**src/design/uart_pkg.sv**
```systemverilog
////////////////////////////////////////////////////////////////////////////
// common definitions for the uart transceiver: data width, serial phase
// type and the baud divider helper. imported by the rtl and the testbench
////////////////////////////////////////////////////////////////////////////
package uart_pkg;

	localparam int DATA_W = 8; // data bits per frame

	// phase of a serial frame, shared by transmitter and receiver
	typedef enum logic [1:0] {
		st_idle,
		st_start,
		st_data,
		st_stop
	} ser_state_t;

	// clock cycles per serial bit, rounded to nearest
	function automatic int clks_per_bit(input int clk_freq, input int baud_rate);
		int half_baud;
		half_baud = baud_rate / 2;
		return (clk_freq + half_baud) / baud_rate;
	endfunction

endpackage

```
**src/design/uart_tx_if.sv**
```systemverilog
////////////////////////////////////////////////////////////////////////////
// launch/status bundle between the control block and the transmitter.
// ctrl side starts a frame, phy side reports busy and done
////////////////////////////////////////////////////////////////////////////
`timescale 1ns/1ps

interface uart_tx_if;
	import uart_pkg::*;

	logic              start;   // one-cycle launch pulse
	logic [DATA_W-1:0] tx_byte; // byte to send, sampled with start
	logic              busy;    // frame in progress
	logic              done;    // pulse after last stop bit

	modport ctrl (
		output start,
		output tx_byte,
		input  busy,
		input  done
	);

	modport phy (
		input  start,
		input  tx_byte,
		output busy,
		output done
	);

endinterface

```
**src/design/uart_ctrl.sv**
```systemverilog
////////////////////////////////////////////////////////////////////////////
// valid/ready front end of the uart. holds one byte for the transmitter
// and keeps the receive output register with the sticky overrun flag
////////////////////////////////////////////////////////////////////////////
`timescale 1ns/1ps

module uart_ctrl (
	input  logic                        sys_clk,
	input  logic                        sys_rst_n,
	input  logic [uart_pkg::DATA_W-1:0] s_data,
	input  logic                        s_valid,
	output logic                        s_ready,
	output logic [uart_pkg::DATA_W-1:0] m_data,
	output logic                        m_valid,
	input  logic                        m_ready,
	output logic                        rx_overrun,
	output logic                        rx_frame_err,
	uart_tx_if.ctrl                     tx,
	input  logic [uart_pkg::DATA_W-1:0] rx_byte,
	input  logic                        rx_strobe,
	input  logic                        frame_err
);
	import uart_pkg::*;

	logic [DATA_W-1:0] hold_byte;
	logic              hold_full;
	logic              hold_full_nxt;
	logic              accept;
	logic              tx_idle;
	logic              m_take;

	assign accept  = s_valid && s_ready;
	assign tx_idle = !tx.busy && !tx.start; // launch pulse not yet seen as busy
	assign m_take  = m_valid && m_ready;

	// the holding byte only fills while a frame is running, so it is
	// always released by the done pulse of that frame
	always_comb begin
		hold_full_nxt = hold_full;
		if (accept && !tx_idle)
			hold_full_nxt = 1'b1;
		else if (hold_full && tx.done)
			hold_full_nxt = 1'b0;
	end

	always_ff @(posedge sys_clk or negedge sys_rst_n) begin
		if (!sys_rst_n) begin
			hold_full <= 1'b0;
			s_ready   <= 1'b0;
			tx.start  <= 1'b0;
		end else begin
			hold_full <= hold_full_nxt;
			s_ready   <= !hold_full_nxt;
			tx.start  <= (accept && tx_idle) || (hold_full && tx.done);
		end
	end

	always_ff @(posedge sys_clk) begin
		if (accept)
			hold_byte <= s_data;
		if (accept && tx_idle)
			tx.tx_byte <= s_data; // straight through when idle
		else if (hold_full && tx.done)
			tx.tx_byte <= hold_byte;
	end

	// receive side
	always_ff @(posedge sys_clk or negedge sys_rst_n) begin
		if (!sys_rst_n) begin
			m_valid      <= 1'b0;
			rx_overrun   <= 1'b0;
			rx_frame_err <= 1'b0;
		end else begin
			rx_frame_err <= frame_err;
			if (rx_strobe && !m_valid)
				m_valid <= 1'b1;
			else if (m_take)
				m_valid <= 1'b0;
			if (rx_strobe && m_valid)
				rx_overrun <= 1'b1; // new byte dropped
			else if (m_take)
				rx_overrun <= 1'b0;
		end
	end

	always_ff @(posedge sys_clk) begin
		if (rx_strobe && !m_valid)
			m_data <= rx_byte;
	end

endmodule

```
**src/design/uart_tx.sv**
```systemverilog
////////////////////////////////////////////////////////////////////////////
// bit-serial transmitter. a start pulse on the interface sends one frame:
// start bit, DATA_W data bits lsb first, then STOP_BITS stop bits
////////////////////////////////////////////////////////////////////////////
`timescale 1ns/1ps

module uart_tx #(
	parameter int CLK_FREQ  = 50_000_000,
	parameter int BAUD_RATE = 115_200,
	parameter int STOP_BITS = 1
) (
	input  logic   sys_clk,
	input  logic   sys_rst_n,
	uart_tx_if.phy tx,
	output logic   txd
);
	import uart_pkg::*;

	localparam int CPB   = clks_per_bit(CLK_FREQ, BAUD_RATE);
	localparam int CNT_W = $clog2(CPB + 1);
	localparam int BIT_W = $clog2(DATA_W);

	ser_state_t        state;
	logic [CNT_W-1:0]  cnt_clk; // cycles within a bit
	logic [BIT_W-1:0]  cnt_bit; // data or stop bit index
	logic [DATA_W-1:0] shift_reg;
	logic              bit_end;
	logic              last_data;
	logic              last_stop;

	assign bit_end   = (cnt_clk == CNT_W'(CPB - 1));
	assign last_data = (cnt_bit == BIT_W'(DATA_W - 1));
	assign last_stop = (cnt_bit == BIT_W'(STOP_BITS - 1));

	always_ff @(posedge sys_clk or negedge sys_rst_n) begin
		if (!sys_rst_n) begin
			state <= st_idle;
		end else begin
			case (state)
				st_idle:  if (tx.start) state <= st_start;
				st_start: if (bit_end) state <= st_data;
				st_data:  if (bit_end && last_data) state <= st_stop;
				st_stop:  if (bit_end && last_stop) state <= st_idle;
				default:  state <= st_idle;
			endcase
		end
	end

	always_ff @(posedge sys_clk or negedge sys_rst_n) begin
		if (!sys_rst_n)
			cnt_clk <= '0;
		else if (state == st_idle || bit_end)
			cnt_clk <= '0;
		else
			cnt_clk <= cnt_clk + CNT_W'(1);
	end

	always_ff @(posedge sys_clk or negedge sys_rst_n) begin
		if (!sys_rst_n)
			cnt_bit <= '0;
		else if (state == st_idle || state == st_start)
			cnt_bit <= '0;
		else if (bit_end)
			cnt_bit <= (state == st_data && last_data) ? '0 : cnt_bit + BIT_W'(1);
	end

	// line driver plus busy/done status
	always_ff @(posedge sys_clk or negedge sys_rst_n) begin
		if (!sys_rst_n) begin
			txd     <= 1'b1;
			tx.busy <= 1'b0;
			tx.done <= 1'b0;
		end else begin
			tx.done <= 1'b0;
			if (state == st_idle && tx.start) begin
				txd     <= 1'b0; // start bit
				tx.busy <= 1'b1;
			end else if (state == st_start && bit_end) begin
				txd <= shift_reg[0];
			end else if (state == st_data && bit_end) begin
				txd <= last_data ? 1'b1 : shift_reg[0];
			end else if (state == st_stop && bit_end && last_stop) begin
				tx.busy <= 1'b0;
				tx.done <= 1'b1;
			end
		end
	end

	always_ff @(posedge sys_clk) begin
		if (state == st_idle && tx.start)
			shift_reg <= tx.tx_byte;
		else if ((state == st_start || state == st_data) && bit_end)
			shift_reg <= shift_reg >> 1; // next bit to position 0
	end

endmodule

```
**src/design/uart_rx.sv**
```systemverilog
////////////////////////////////////////////////////////////////////////////
// serial receiver. synchronises rxd, finds the start edge, samples every
// bit at mid-bit and checks the first stop bit before handing the byte on
////////////////////////////////////////////////////////////////////////////
`timescale 1ns/1ps

module uart_rx #(
	parameter int CLK_FREQ  = 50_000_000,
	parameter int BAUD_RATE = 115_200,
	parameter int STOP_BITS = 1
) (
	input  logic                        sys_clk,
	input  logic                        sys_rst_n,
	input  logic                        rxd,
	output logic [uart_pkg::DATA_W-1:0] rx_byte,
	output logic                        rx_strobe,
	output logic                        frame_err
);
	import uart_pkg::*;

	localparam int CPB   = clks_per_bit(CLK_FREQ, BAUD_RATE);
	localparam int HALF  = CPB / 2;
	localparam int CNT_W = $clog2(CPB + 1);
	localparam int BIT_W = $clog2(DATA_W);

	ser_state_t        state;
	logic              rxd_meta;
	logic              rxd_sync;
	logic              rxd_prev; // for edge detect
	logic [CNT_W-1:0]  cnt_clk;
	logic [BIT_W-1:0]  cnt_bit;
	logic [DATA_W-1:0] shift_reg;
	logic              fall;
	logic              half_end;
	logic              bit_end;
	logic              period_end;
	logic              stop_check;

	assign fall       = rxd_prev && !rxd_sync;
	assign half_end   = (cnt_clk == CNT_W'(HALF - 1));
	assign bit_end    = (cnt_clk == CNT_W'(CPB - 1));
	assign period_end = (state == st_start) ? half_end : bit_end;
	assign stop_check = (state == st_stop) && bit_end && (cnt_bit == '0); // mid first stop

	always_ff @(posedge sys_clk or negedge sys_rst_n) begin
		if (!sys_rst_n) begin
			rxd_meta <= 1'b1;
			rxd_sync <= 1'b1;
			rxd_prev <= 1'b1;
		end else begin
			rxd_meta <= rxd;
			rxd_sync <= rxd_meta;
			rxd_prev <= rxd_sync;
		end
	end

	always_ff @(posedge sys_clk or negedge sys_rst_n) begin
		if (!sys_rst_n) begin
			state   <= st_idle;
			cnt_bit <= '0;
		end else begin
			case (state)
				st_idle: begin
					cnt_bit <= '0;
					if (fall)
						state <= st_start;
				end
				st_start: begin
					if (half_end)
						state <= rxd_sync ? st_idle : st_data; // glitch goes back to idle
				end
				st_data: begin
					if (bit_end) begin
						cnt_bit <= cnt_bit + BIT_W'(1);
						if (cnt_bit == BIT_W'(DATA_W - 1)) begin
							cnt_bit <= '0;
							state   <= st_stop;
						end
					end
				end
				st_stop: begin
					// re-arm at mid of the last stop bit
					if (bit_end) begin
						cnt_bit <= cnt_bit + BIT_W'(1);
						if (cnt_bit == BIT_W'(STOP_BITS - 1))
							state <= st_idle;
					end
				end
				default: state <= st_idle;
			endcase
		end
	end

	always_ff @(posedge sys_clk or negedge sys_rst_n) begin
		if (!sys_rst_n)
			cnt_clk <= '0;
		else if (state == st_idle || period_end)
			cnt_clk <= '0;
		else
			cnt_clk <= cnt_clk + CNT_W'(1);
	end

	always_ff @(posedge sys_clk or negedge sys_rst_n) begin
		if (!sys_rst_n) begin
			rx_strobe <= 1'b0;
			frame_err <= 1'b0;
		end else begin
			rx_strobe <= stop_check && rxd_sync;
			frame_err <= stop_check && !rxd_sync; // byte discarded
		end
	end

	always_ff @(posedge sys_clk) begin
		if (state == st_data && bit_end)
			shift_reg <= {rxd_sync, shift_reg[DATA_W-1:1]}; // lsb arrives first
		if (stop_check && rxd_sync)
			rx_byte <= shift_reg;
	end

endmodule

```
**src/design/uart_top.sv**
```systemverilog
////////////////////////////////////////////////////////////////////////////
// uart transceiver top. valid/ready byte ports on one side, txd/rxd on
// the other. baud and stop bit settings are passed to both serial blocks
////////////////////////////////////////////////////////////////////////////
`timescale 1ns/1ps

module uart_top #(
	parameter int CLK_FREQ  = 50_000_000,
	parameter int BAUD_RATE = 115_200,
	parameter int STOP_BITS = 1
) (
	input  logic                        sys_clk,
	input  logic                        sys_rst_n,
	input  logic [uart_pkg::DATA_W-1:0] s_data,
	input  logic                        s_valid,
	output logic                        s_ready,
	output logic [uart_pkg::DATA_W-1:0] m_data,
	output logic                        m_valid,
	input  logic                        m_ready,
	output logic                        rx_overrun,
	output logic                        rx_frame_err,
	output logic                        txd,
	input  logic                        rxd
);
	import uart_pkg::*;

	logic [DATA_W-1:0] rx_byte;
	logic              rx_strobe;
	logic              frame_err;

	uart_tx_if tx_bus ();

	uart_ctrl u_ctrl (
		.sys_clk      (sys_clk),
		.sys_rst_n    (sys_rst_n),
		.s_data       (s_data),
		.s_valid      (s_valid),
		.s_ready      (s_ready),
		.m_data       (m_data),
		.m_valid      (m_valid),
		.m_ready      (m_ready),
		.rx_overrun   (rx_overrun),
		.rx_frame_err (rx_frame_err),
		.tx           (tx_bus.ctrl),
		.rx_byte      (rx_byte),
		.rx_strobe    (rx_strobe),
		.frame_err    (frame_err)
	);

	uart_tx #(
		.CLK_FREQ  (CLK_FREQ),
		.BAUD_RATE (BAUD_RATE),
		.STOP_BITS (STOP_BITS)
	) u_tx (
		.sys_clk   (sys_clk),
		.sys_rst_n (sys_rst_n),
		.tx        (tx_bus.phy),
		.txd       (txd)
	);

	uart_rx #(
		.CLK_FREQ  (CLK_FREQ),
		.BAUD_RATE (BAUD_RATE),
		.STOP_BITS (STOP_BITS)
	) u_rx (
		.sys_clk   (sys_clk),
		.sys_rst_n (sys_rst_n),
		.rxd       (rxd),
		.rx_byte   (rx_byte),
		.rx_strobe (rx_strobe),
		.frame_err (frame_err)
	);

endmodule

```
**config.mk**
```make
export PLATFORM = sky130hd
export DESIGN_NAME = uart_top
export DESIGN_NICKNAME = d
export VERILOG_FILES = /design/src/design/uart_pkg.sv /design/src/design/uart_tx_if.sv /design/src/design/uart_ctrl.sv /design/src/design/uart_tx.sv /design/src/design/uart_rx.sv /design/src/design/uart_top.sv
export SDC_FILE = /design/constraint.sdc
export NUM_CORES = 1
export LEC_CHECK = 0
export BUFFER_PORTS_ARGS = -buffer_cell sky130_fd_sc_hd__clkbuf_2
export CAP_MARGIN = 10
export CORE_MARGIN = 2
export CORE_UTILIZATION = 54
export CTS_CLUSTER_DIAMETER = 80
export DETAILED_ROUTE_END_ITERATION = 8
export GPL_ROUTABILITY_DRIVEN = 0
export PLACE_DENSITY = 0.74
export SYNTH_ARGS = -nofsm -noshare
export SYNTH_HDL_FRONTEND = slang
export SYNTH_HIERARCHICAL = 1
export SYNTH_SLANG_ARGS = --single-unit
```
**constraint.sdc**
```tcl
create_clock -name sys_clk -period 2.35 [get_ports sys_clk]
set_input_delay 0.235 -clock sys_clk [delete_from_list [all_inputs] [get_ports sys_clk]]
set_output_delay 0.235 -clock sys_clk [all_outputs]
set_load 0.01 [all_outputs]
```
* After elaboration in Yosys (flattened, before gate mapping)
Cells that the tools add are included.
** Operators by class
- $add $sub $neg :: 4
- Equal/unequal tests :: 23
- Muxes and demuxes :: 44
- Reductions and logical operators :: 50
** Operators by type and width (number)
- $mux W8 :: 4
- $logic_and A1 B1 Y1 :: 23
- $mux W2 :: 11
- $ne A2 B1 Y1 const B :: 10
- $add A9 B1 Y9 const B :: 2
- $eq A9 B9 Y1 const B :: 2
- $mux W1 :: 18
- $mux W3 :: 6
- $mux W9 :: 2
- $pmux W2 S4 :: 2
- $reduce_bool A2 Y1 :: 6
- $eq A9 B8 Y1 const B :: 1
- $pmux W3 S3 :: 1
- $eq A2 B2 Y1 const B :: 4
- $add A3 B1 Y3 const B :: 2
- $eq A3 B3 Y1 const B :: 2
- $logic_not A1 Y1 :: 6
- $logic_not A3 Y1 :: 2
- $reduce_and A3 Y1 :: 2
- $reduce_and A6 Y1 :: 1
- $reduce_bool A3 Y1 :: 2
- $logic_or A1 B1 Y1 :: 5
- $eq A2 B1 Y1 const B :: 2
- $logic_not A2 Y1 :: 2
- other kinds (2) :: 3
** Storage, ports and cells
- Register bits :: 90
- Input port bits :: 13
- Output and inout bits :: 13
- Word-level logic and storage cells :: 147

* Logic depth before layout (Yosys ltp)
Gate-level depths: netlist (run 1).
- Depth in word-level cells :: 7
- Depth in mapped cells :: 7
- Gate-level depth less buffers :: 6

* Modules after synthesis
The synthesis (run 1) kept the hierarchy.
** By module, submodules not included
- uart_rx :: instances 1, cells an instance 116, area each 1547.7 um^2, seq. area each 959.7 um^2
- uart_tx :: instances 1, cells an instance 117, area each 1285.0 um^2, seq. area each 666.9 um^2
- uart_ctrl :: instances 1, cells an instance 51, area each 1079.8 um^2, seq. area each 870.8 um^2

* Worst setup path before layout (run 1)
OpenSTA, ideal clock, no wires.
- Path kind :: register -> register
- From :: register u_rx.cnt_clk[1]
- To :: register u_rx/rx_byte[0] (netlist bit) (enable)
- Setup time :: 397 ps
- Data arrival time :: 1865 ps
- Required time :: 1953 ps
- Setup slack :: 88 ps
- Cell stages (with the launch flop) :: 6
- Path buffers :: 1
- Clock period less this slack :: 2262 ps
- Path through :: dfrtp_1 -> inv_1 -> ha_1 -> nand4b_4 -> buf_6 -> nor4_1
** On the way
- Word-level cells in the longest chain between the ends :: 4
** RTL lines
- start: declaration :: line uart_rx.sv:30 : logic [CNT_W-1:0] cnt_clk;
- start signal: assignment :: line uart_rx.sv:100 : cnt_clk <= cnt_clk + CNT_W'(1);
- $eq A9 B9 Y1 :: line uart_rx.sv:41 : assign bit_end = (cnt_clk == CNT_W'(CPB - 1));
- $logic_and A1 B1 Y1 (2 in series) :: line uart_rx.sv:43 : assign stop_check = (state == st_stop) && bit_end && (cnt_bit == '0);
- $logic_and A1 B1 Y1 :: line uart_rx.sv:116 : if (stop_check && rxd_sync)
- end signal: assignment :: line uart_rx.sv:117 : rx_byte <= shift_reg;
- end: declaration :: line uart_rx.sv:15 : output logic [uart_pkg::DATA_W-1:0] rx_byte,
No other way between the ends.
A chain may end at the register's enable or synchronous reset.

* Final worst setup path (run 1)
- From :: register u_tx.cnt_clk[2]
- To :: register u_tx.txd
** On the way
- Word-level cells in the longest chain between the ends :: 4
- Elaborated cells between the ends (all ways) :: 6
- Classes of those cells :: eq/ne: 1; mux: 2; reduce/logical: 3
** RTL lines
- start: declaration :: line uart_tx.sv:24 : logic [CNT_W-1:0] cnt_clk;
- start signal: assignment :: line uart_tx.sv:55 : cnt_clk <= cnt_clk + CNT_W'(1);
- $eq A9 B9 Y1 * :: line uart_tx.sv:31 : assign bit_end = (cnt_clk == CNT_W'(CPB - 1));
- $logic_and A1 B1 Y1 :: line uart_tx.sv:78 : end else if (state == st_start && bit_end) begin
- $mux W1 :: line uart_tx.sv:78
- $mux W1 :: line uart_tx.sv:75 : if (state == st_idle && tx.start) begin
- end signal: assignment :: line uart_tx.sv:79 : txd <= shift_reg[0];
- end signal: assignment :: line uart_tx.sv:81 : txd <= last_data ? 1'b1 : shift_reg[0];
- end: declaration :: line uart_tx.sv:15 : output logic txd
Every way passes the cells marked *; elsewhere a longest branch is shown, timed or not.

==> results of run 1 <==
[where the power goes]
group	leakage (uW)	internal, uW	total [uW]	switching, uW
Sequential	0.000955	1710	1810	98.2
Combinational	0.000645	103	193	90.8
Clock	0.0000954	506	1050	540
Total	0.00170	2320	3050	729
[per-stage QoR]
step / setup slack, ps / power [uW] / area (um^2)
6_report: 472 / 3050 / 4360
5_1_grt: 385 / 3180 / 4360
4_1_cts: 480 / 3080 / 4360
3_5_place_dp: 492 / 2030 / 4140
3_3_place_gp: 535 / 2020 / 4140
2_1_floorplan: 87.5 / 1980 / 3910
[kinds of logic after synthesis]
group                    after synthesis  synth area share
AO/OA/AOI/OAI                         39            0.0688
XOR/XNOR                              10            0.0224
adder cells (fa/ha/maj)               16            0.0512
buffers and inverters                 27            0.0349
flip-flops                            90             0.638
multiplexers                          16            0.0534
AND/OR/NAND/NOR                       86             0.131
[worst max-delay path by stage]
stage,slack (ps),start,to
finish,470,u_tx/cnt_clk[2]$_DFF_PN0_,u_tx/txd$_DFFE_PN1P_
global route,380,u_tx/cnt_clk[2]$_DFF_PN0_,u_tx/txd$_DFFE_PN1P_
CTS,480,u_tx/cnt_clk[2]$_DFF_PN0_,u_tx/txd$_DFFE_PN1P_
detailed placement,490,u_tx/cnt_clk[2]$_DFF_PN0_,u_tx/txd$_DFFE_PN1P_
global placement,530,u_tx/cnt_clk[2]$_DFF_PN0_,u_tx/txd$_DFFE_PN1P_
floorplan,90,u_rx/cnt_clk[1]$_DFF_PN0_,u_rx/rx_byte[0]$_DFFE_PP_
[critical path, cell delays in order, from the launching register on]
cell	delay, ps
dfrtp_1	440
or4b_4	570
or2_4	290
or3_1	360
a21boi_1	150
[cell type report]
cell class / count / share of cell area
Clock inverter: 6 / 0.0169
Inverter: 20 / 0.0172
Multi-Input combinational cell: 167 / 0.293
Clock buffer: 10 / 0.0293
Tap cell: 99 / 0.0284
Sequential cell: 90 / 0.573
Timing Repair Buffer: 32 / 0.0419
[metal layers]
metal,vias up,share of wire
met3,14,0.037
met1,1124,0.44
li1,1120,-
met5,-,0
met2,43,0.51
met4,0,0.016
[cell usage in the layout, fill, tap and decap left out, drive strengths merged, types with 5 or more instances in the layout]
cell type  count
xnor2          7
dfrtp         38
mux2          15
nand2         16
a21oi          7
inv           23
ha            16
edfxtp        48
nor2          17
o21ai          8
or4            5
or3            6
nand4          8
nand3         11
buf            5
clkbuf        35
[cell usage after synthesis, types with 7 or more instances]
cell      instances  area, um^2
ha_1             16         200
dfrtp_1          38         951
mux2_4            8         120
nor2_1           17        63.8
inv_1            20        75.1
xnor2_1           7        61.3
mux2_2            7        78.8
edfxtp_1         48        1440
a21oi_1           7        35.0
nand2_1          16        60.1
nand4_1           8        50.1
nand3_1          11        55.1
==> impl_metrics.ini, run 1 <==
[drt]
routed_wl_um = 6090
firstDrtPassIters = 4
drc = 0
ant_nets = 0
avgViaCountPerCell = 5.43
drt_iter0_markers = 80
vias = 2301
avgRoutedWirePerCell_um = 14.4

[synthesis]
ys_seq_area_frac = 0.638
synth_area_per_cell_um2 = 13.8
ys_types = 55
ys.warnings.count = 6
synthCells = 284
synth_fp_nets = 313
synth_edf_count = 48
synthFlopType = edfxtp_1
async_reset_ff_frac = 0.467
synth_seq_cells = 90
syn-cell-area_um2 = 3910

[clock_network]
hold_buffers = 2
post_cts_buffers = 0
numCtsBuffers = 9
postCtsResizedCells = 0
clk_latency_ps = 360
root_buffer = clkbuf_8
clock_sinks = 90
cts-htree-levels = 3
clkTransAtPathRegs_ps = 90
cts_tree = done
clk_path_buf_depth = 2

[global_routing]
grt_use_met1 = 0.200
grt_use_met2 = 0.279
grt_use_total = 0.166
antenna_found_initial = 0
use_met3 = 0.0517
grt_pass1_wl_um = 10100
grt_max_degree = 43
grt_pass1_vias = 2242
overflow = 0
busiest_layer = met2

[place]
port_buffers = 25
dp_hpwl_um = 4130
dp_cells = 406

[finish]
reg_top3 = u_rx/cnt_clk: 9 flops, u_tx/cnt_clk: 9 flops
area_growth_pct = 11.4
num-nets-final = 349
insertedDiodeCount = 0
fill_cells = 553
seqCellArea_um2 = 2500
multi_input_area_um2 = 1280
finalNonFillerCells = 424
drive_gt1_frac = 0.218
fin_util = 0.611

[worst_hold_path]
hold_depth = 1
hold_end = u_ctrl/hold_byte[7]$_DFFE_PP_
min_from = s_data[7]
holdCritPathClass = in2reg

[timing]
finalCritPeriodShare = 0.799
rsz0062_at_grt = no
max_freq_ghz = 0.533
period_minus_slack_ps = 1880
holdWs_ps = 73.6
hold_violations = 0
slew_violations = 0
timing.setup.tns_ps = 0
worst_pin_slew_ps = 689
skew_ps = 14.5
slew_headroom = 0.540
setup_viol_count_final = 0

[worst_setup_path]
r2r_cells = 4
cp.arrival_ps = 2170
rr_endpoint = u_tx/txd$_DFFE_PN1P_
timing.rr.start = u_tx/cnt_clk[2]$_DFF_PN0_
ff2ff_setup_slack_ps = 470
critPathMaxFanout = 5
path_class = reg2reg
critPathRequiredTime_ps = 2640
cp-start-kind = flop
endpoint_kind = flop

[die]
start_util = 0.548
die_y_um = 89.1
pin_count = 26
die_w_um = 89.1
die_area_um2 = 7940
core_area_um2 = 7140
rows = 31

[pwr]
irDropWorstVdd_mv = 0.493
leakagePower_uw = 0.00170
power.density_nw_per_um2 = 699

[flow_run]
cap_violations = 0

[status]
status = finished, final reports clean
Note: power is estimated with default switching activity, not from simulation.
==> run 2: changes to the inputs <==
==> constraint.sdc (replaced) <==
create_clock -name sys_clk -period 1.7 [get_ports sys_clk]
set_input_delay 0.17 -clock sys_clk [delete_from_list [all_inputs] [get_ports sys_clk]]
set_output_delay 0.17 -clock sys_clk [all_outputs]
set_load 0.01 [all_outputs]
==> run 2 against run 1 <==
- the flow now finishes with violations (negative setup slack)
- final area rose by 7.5%
- final cell count rose by 6.6%
- die area did not move
- sequential share of layout area fell by 4.0 points
- critical path type unchanged
==> impl_metrics.ini, run 2 (synthesized netlist as in run 1, its figures left out) <==
[place]
postPlaceCellArea_um2 = 4350
place_ws_ps = -125
port_buffers = 25
dp_hpwl_um = 4320

[clock_network]
cts_tree = done
clk_latency_ps = 350
cts-htree-levels = 3
clock_sinks = 90
numCtsBuffers = 9
clk_path_buf_depth = 2
clkTransAtPathRegs_ps = 90
root_buffer = clkbuf_8

[drt]
firstDrtPassIters = 4
drt_iter0_markers = 122
routed_wl_um = 6320
avgRoutedWirePerCell_um = 14.0
drc = 0
vias = 2332
ant_nets = 0
avgViaCountPerCell = 5.16

[timing]
period_minus_slack_ps = 1720
skew_ps = 9.22
hold_violations = 0
slew_violations = 0
worst_pin_slew_ps = 525
slew_headroom = 0.650
holdWs_ps = 20.0
finalCritPeriodShare = 1.01
setup_viol_count_final = 1
rsz0062_at_grt = yes
max_freq_ghz = 0.580
setup_ws_ps = -24.0

[die]
start_util = 0.548
rows = 31
pin_count = 26
die_w_um = 89.1
core_area_um2 = 7140
die_area_um2 = 7940
die_y_um = 89.1

[status]
status = complete, but fails checks
violations = negative setup slack

[global_routing]
grt_max_degree = 43
grt_use_total = 0.167
antenna_found_initial = 0
grt_pass1_vias = 2179
grt_pass1_wl_um = 10100
overflow = 0

[finish]
reg_top3 = u_rx/cnt_clk: 9 flops, u_tx/cnt_clk: 9 flops
drive_gt1_frac = 0.309
insertedDiodeCount = 0
fin_util = 0.657
area_growth_pct = 19.8
mostFrequentLayoutCells = edfxtp_1 (48), dfrtp_1 (37), clkbuf_2 (25), buf_4 (24), inv_1 (19)
final_common_cell = edfxtp_1
final_area_um2 = 4690
num-nets-final = 377

[worst_setup_path]
ff2ff_setup_slack_ps = -20
endpoint_kind = flop
critPathRequiredTime_ps = 1990
cp.arrival_ps = 2010
cp-start-kind = flop
path_class = reg2reg
critPathMaxFanout = 5

[pwr]
power.density_nw_per_um2 = 915
irDropWorstVdd_mv = 0.883
p_total_uw = 4290
leakagePower_uw = 0.00187

[worst_hold_path]
holdCritPathClass = in2reg

[flow_run]
cap_violations = 0
-- run 2: cell types whose count changed in the layout (fill, tap and decap cells not counted), sizes merged --
cell         delta
dlygate4sd3     +3
clkinvlp        -2
buf            +25
clkinv          +2
-- run 2: stage by stage --
| stage | TNS [ps] | std cells |
|---|---|---|
| 3_5_place_dp | -717 | 426 |
| 5_1_grt | -491 | 452 |
| 3_3_place_gp | -278 | 426 |
| 4_1_cts | -59.6 | 445 |
| 6_report | -24.0 | 452 |
| 2_1_floorplan | -751 | 284 |
-- run 2: worst max-delay path, stage by stage (launching register included) --
cell and delay, ps:
dfrtp_1 380, or4b_4 590, or2_4 270, or3_1 300, a21boi_1 130
-- run 2: power breakdown --
group	internal, uW	switching [uW]	total (uW)
sequential	2360	79.9	2440
combinational	211	197	408
clock	700	735	1440
total	3280	1010	4290
-- run 2: timing repair --
item                       CTS  global route
gates cloned                 0             1
pin swaps                    1             4
hold buffers                 3             2
gates resized for setup      3            11
setup endpoints to repair   12            55
setup buffers                0             4
hold endpoints to repair    40             2
-- run 2: area by class of cell --
| cell class | count | area [um^2] |
|---|---|---|
| Fill cell | 542 | 2450 |
| Clock inverter | 6 | 73.8 |
| Multi-Input combinational cell | 167 | 1350 |
| Inverter | 20 | 75.1 |
| Sequential cell | 90 | 2500 |
| Tap cell | 99 | 124 |
| Clock buffer | 10 | 128 |
| Timing Repair Buffer | 60 | 434 |
-- run 2: worst paths after layout --
check	from	cells after the start	to
min	s_data[4]	1	u_ctrl/hold_byte[4]$_DFFE_PP_
min in group asynchronous	sys_rst_n	3	u_tx/cnt_bit[0]$_DFFE_PN0P_
max	u_tx/cnt_clk[3]$_DFF_PN0_	4	u_tx/txd$_DFFE_PN1P_
max in group asynchronous	sys_rst_n	3	u_rx/cnt_bit[0]$_DFFE_PN0P_
min reg2reg	u_rx/frame_err$_DFF_PN0_	0	u_ctrl/rx_frame_err$_DFF_PN0_
max reg2reg	u_tx/cnt_clk[3]$_DFF_PN0_	4	u_tx/txd$_DFFE_PN1P_
-- run 2: routing by layer --
layer | vias to the layer above | GRT usage | routed length (um)
met5 | - | 0 | 0
met4 | 0 | 0.0556 | 100
met3 | 8 | 0.0536 | 169
met2 | 31 | 0.275 | 3150
met1 | 1117 | 0.208 | 2900
li1 | 1176 | - | -
==> run 3: changes to the inputs <==
--- a/config.mk
+++ b/config.mk
@@ -8,12 +8,11 @@
 export BUFFER_PORTS_ARGS = -buffer_cell sky130_fd_sc_hd__clkbuf_2
 export CAP_MARGIN = 10
 export CORE_MARGIN = 2
-export CORE_UTILIZATION = 54
+export CORE_UTILIZATION = 53
 export CTS_CLUSTER_DIAMETER = 80
 export DETAILED_ROUTE_END_ITERATION = 8
 export GPL_ROUTABILITY_DRIVEN = 0
-export PLACE_DENSITY = 0.74
+export PLACE_DENSITY = 0.73
 export SYNTH_ARGS = -nofsm -noshare
 export SYNTH_HDL_FRONTEND = slang
-export SYNTH_HIERARCHICAL = 1
 export SYNTH_SLANG_ARGS = --single-unit
==> run 3 against run 2 <==
- the flow still finishes with violations (negative setup slack)
- routed wire length grew 2.2%
- utilization grew 4.3 points
- clock skew is essentially flat
- sequential share of layout area shrank 0.74 points
- critical endpoint is now u_tx.tx.busy$_DFFE_PN0P_
==> impl_metrics.ini, run 3 <==
[synthesis]
synth_edf_count = 48
synth_most_common_cell = edfxtp_1
ys_seq_area_frac = 0.673
synth.area.top_cells = edfxtp_1 (39%), dfrtp_1 (26%), ha_1 (5.4%)
synth_area_per_cell_um2 = 13.7
synth_fa_ha_area_frac = 0.0539
synth_fp_nets = 300
synth_compound_area_frac = 0.0468
synth_top_family_by_area = simple AND/OR/NAND/NOR gates
synthFlopType = edfxtp_1
yosys.area.top_type_share = 0.388
yosys-top-cells-count = edfxtp_1 (48), dfrtp_1 (38), nor2_1 (29)
syn-cell-area_um2 = 3710
muxShareOfSynthArea = 0.0539
ys.warnings.count = 0
yosys.area_share.simple = 0.116
synthXorXnorAreaFrac = 0.0330
ys_types = 43
synthCells = 271
async_reset_ff_frac = 0.467
synth_seq_cells = 90
yosysTopAreaCell = edfxtp_1

[timing]
finalCritPeriodShare = 1.16
setup_viol_count_final = 36
holdWs_ps = 17.2
period_minus_slack_ps = 1980
skew_ps = 9.68
slew_headroom = 0.623
setup_ws_ps = -278
worst_pin_slew_ps = 565
max_freq_ghz = 0.506
slew_violations = 0
rsz0062_at_grt = yes
hold_violations = 0

[finish]
reg_top3 = u_rx.cnt_clk: 9 flops, u_tx.cnt_clk: 9 flops
insertedDiodeCount = 0
num-nets-final = 380
final_common_cell = edfxtp_1
area_growth_pct = 27.9
mostFrequentLayoutCells = edfxtp_1 (48), dfrtp_1 (38), buf_4 (34), clkbuf_2 (25), nor2_1 (23)
drive_gt1_frac = 0.376

[pwr]
leakagePower_uw = 0.00196
irDropWorstVdd_mv = 0.743
power.density_nw_per_um2 = 905
p_total_uw = 4300

[worst_hold_path]
min_from = s_data[5]
holdCritPathClass = in2reg
hold_depth = 1
hold_end = u_ctrl.hold_byte[5]$_DFFE_PP_

[worst_setup_path]
r2r_cells = 5
slowest_delay_ps = 560
critPathRequiredTime_ps = 1950
critPathMaxFanout = 3
ff2ff_setup_slack_ps = -280
slowest_stage = or4b_4
path_class = reg2reg
cp-start-kind = flop
endpoint_kind = flop
cp.arrival_ps = 2220
timing.rr.start = u_tx.cnt_clk[6]$_DFF_PN0_
crit_path_cell_trace = or3_4 > nor3_4 > nand3b_1 > or4b_4 > a22o_1
rr_endpoint = u_tx.tx.busy$_DFFE_PN0P_

[clock_network]
root_buffer = clkbuf_8
numCtsBuffers = 9
clk_path_buf_depth = 2
clock_sinks = 90
cts_tree = done
clk_latency_ps = 360
clkTransAtPathRegs_ps = 90
cts-htree-levels = 3

[drt]
firstDrtPassIters = 4
drc = 0
avgRoutedWirePerCell_um = 14.3
routed_wl_um = 6460
avgViaCountPerCell = 5.08
drt_iter0_markers = 95
ant_nets = 0
vias = 2295

[global_routing]
grt_pass1_vias = 2357
grt_pass1_wl_um = 10800
overflow = 0
grt_use_total = 0.186
grt_max_degree = 43
antenna_found_initial = 0

[flow_run]
cap_violations = 0

[die]
core_area_um2 = 6790
pin_count = 26
die_area_um2 = 7690
start_util = 0.547
rows = 30
die_w_um = 87.7
die_y_um = 87.7

[status]
violations = negative setup slack
status = complete, but fails checks

[place]
dp_hpwl_um = 4270
port_buffers = 25
run 3: cell count changes in the layout (fill, tap and decap cells not counted), moves of 5 or more:
cell / change
buf_4: +10
mux2_4: -8
nand4_1: -5
nand3_1: -5
or4_1: -5
mux2_2: +8
or3_1: -6
inv_1: -5
nor2_1: +8
run 3: area by class of cell:
type / instances / area (um^2)
clock inverter: 7 / 70.1
tap: 96 / 120
sequential: 90 / 2500
inverter: 16 / 60.1
timing repair buffer: 75 / 576
multi-input combinational: 159 / 1300
clock buffer: 9 / 124
fill: 455 / 2040
run 3: critical path, delay by kind of cell (launching register included):
family / cells / cell delay (ps)
AO/OA/AOI/OAI: 1 / 200
flip-flops: 1 / 390
AND/OR/NAND/NOR: 4 / 1290
run 3: worst max-delay path by stage:
stage,startpoint,end,slack (ps),depth (start not counted)
global placement,u_tx.cnt_clk[6]$_DFF_PN0_,u_tx.tx.busy$_DFFE_PN0P_,-200,5
global route,u_tx.cnt_clk[6]$_DFF_PN0_,u_tx.tx.busy$_DFFE_PN0P_,-380,5
floorplan,u_tx.cnt_clk[6]$_DFF_PN0_,u_tx.state[1]$_DFFE_PN0P_,-190,6
detailed placement,u_tx.cnt_clk[6]$_DFF_PN0_,u_tx.state[1]$_DFFE_PN0P_,-270,6
finish,u_tx.cnt_clk[6]$_DFF_PN0_,u_tx.tx.busy$_DFFE_PN0P_,-280,5
CTS,u_tx.cnt_clk[6]$_DFF_PN0_,u_tx.tx.busy$_DFFE_PN0P_,-270,5
run 3: routing by layer:
layer,global-route usage,routed length [um],vias up
met1,0.250,2890,1102
li1,-,-,1122
met5,0,0,-
met4,0.0881,131,0
met3,0.0396,244,18
met2,0.291,3190,53
run 3: cells by family (layout without fill, tap and decap cells):
group	Yosys count	in the layout
flip-flops	90	90
adder cells (fa/ha/maj)	16	16
AND/OR/NAND/NOR	86	86
buffers and inverters	22	107
multiplexers	18	18
AO/OA/AOI/OAI	25	25
XOR/XNOR	14	14
run 3: timing repair:
item / 4_1_cts / 5_1_grt
setup endpoints to repair: 31 / 60
gates cloned: 0 / 0
pin swaps: 20 / 6
hold buffers: 9 / 0
gates resized for setup: 19 / 21
hold endpoints to repair: 46 / 0
setup buffers: 11 / 5
run 3: power breakdown:
group,switching (uW),internal (uW)
logic,232,282
registers,70.1,2330
clock network,816,571
total,1120,3180
run 3: stage by stage:
step | cells | setup WS, ps | TNS (ps) | utilization | area [um^2]
2_1_floorplan | 271 | -194 | -1010 | - | 3750
3_3_place_gp | 418 | -203 | -1570 | 0.624 | 4240
3_5_place_dp | 418 | -271 | -2280 | 0.624 | 4240
4_1_cts | 453 | -268 | -3600 | 0.687 | 4670
5_1_grt | 452 | -375 | -6130 | 0.699 | 4750
6_report | 452 | -278 | -2950 | 0.699 | 4750
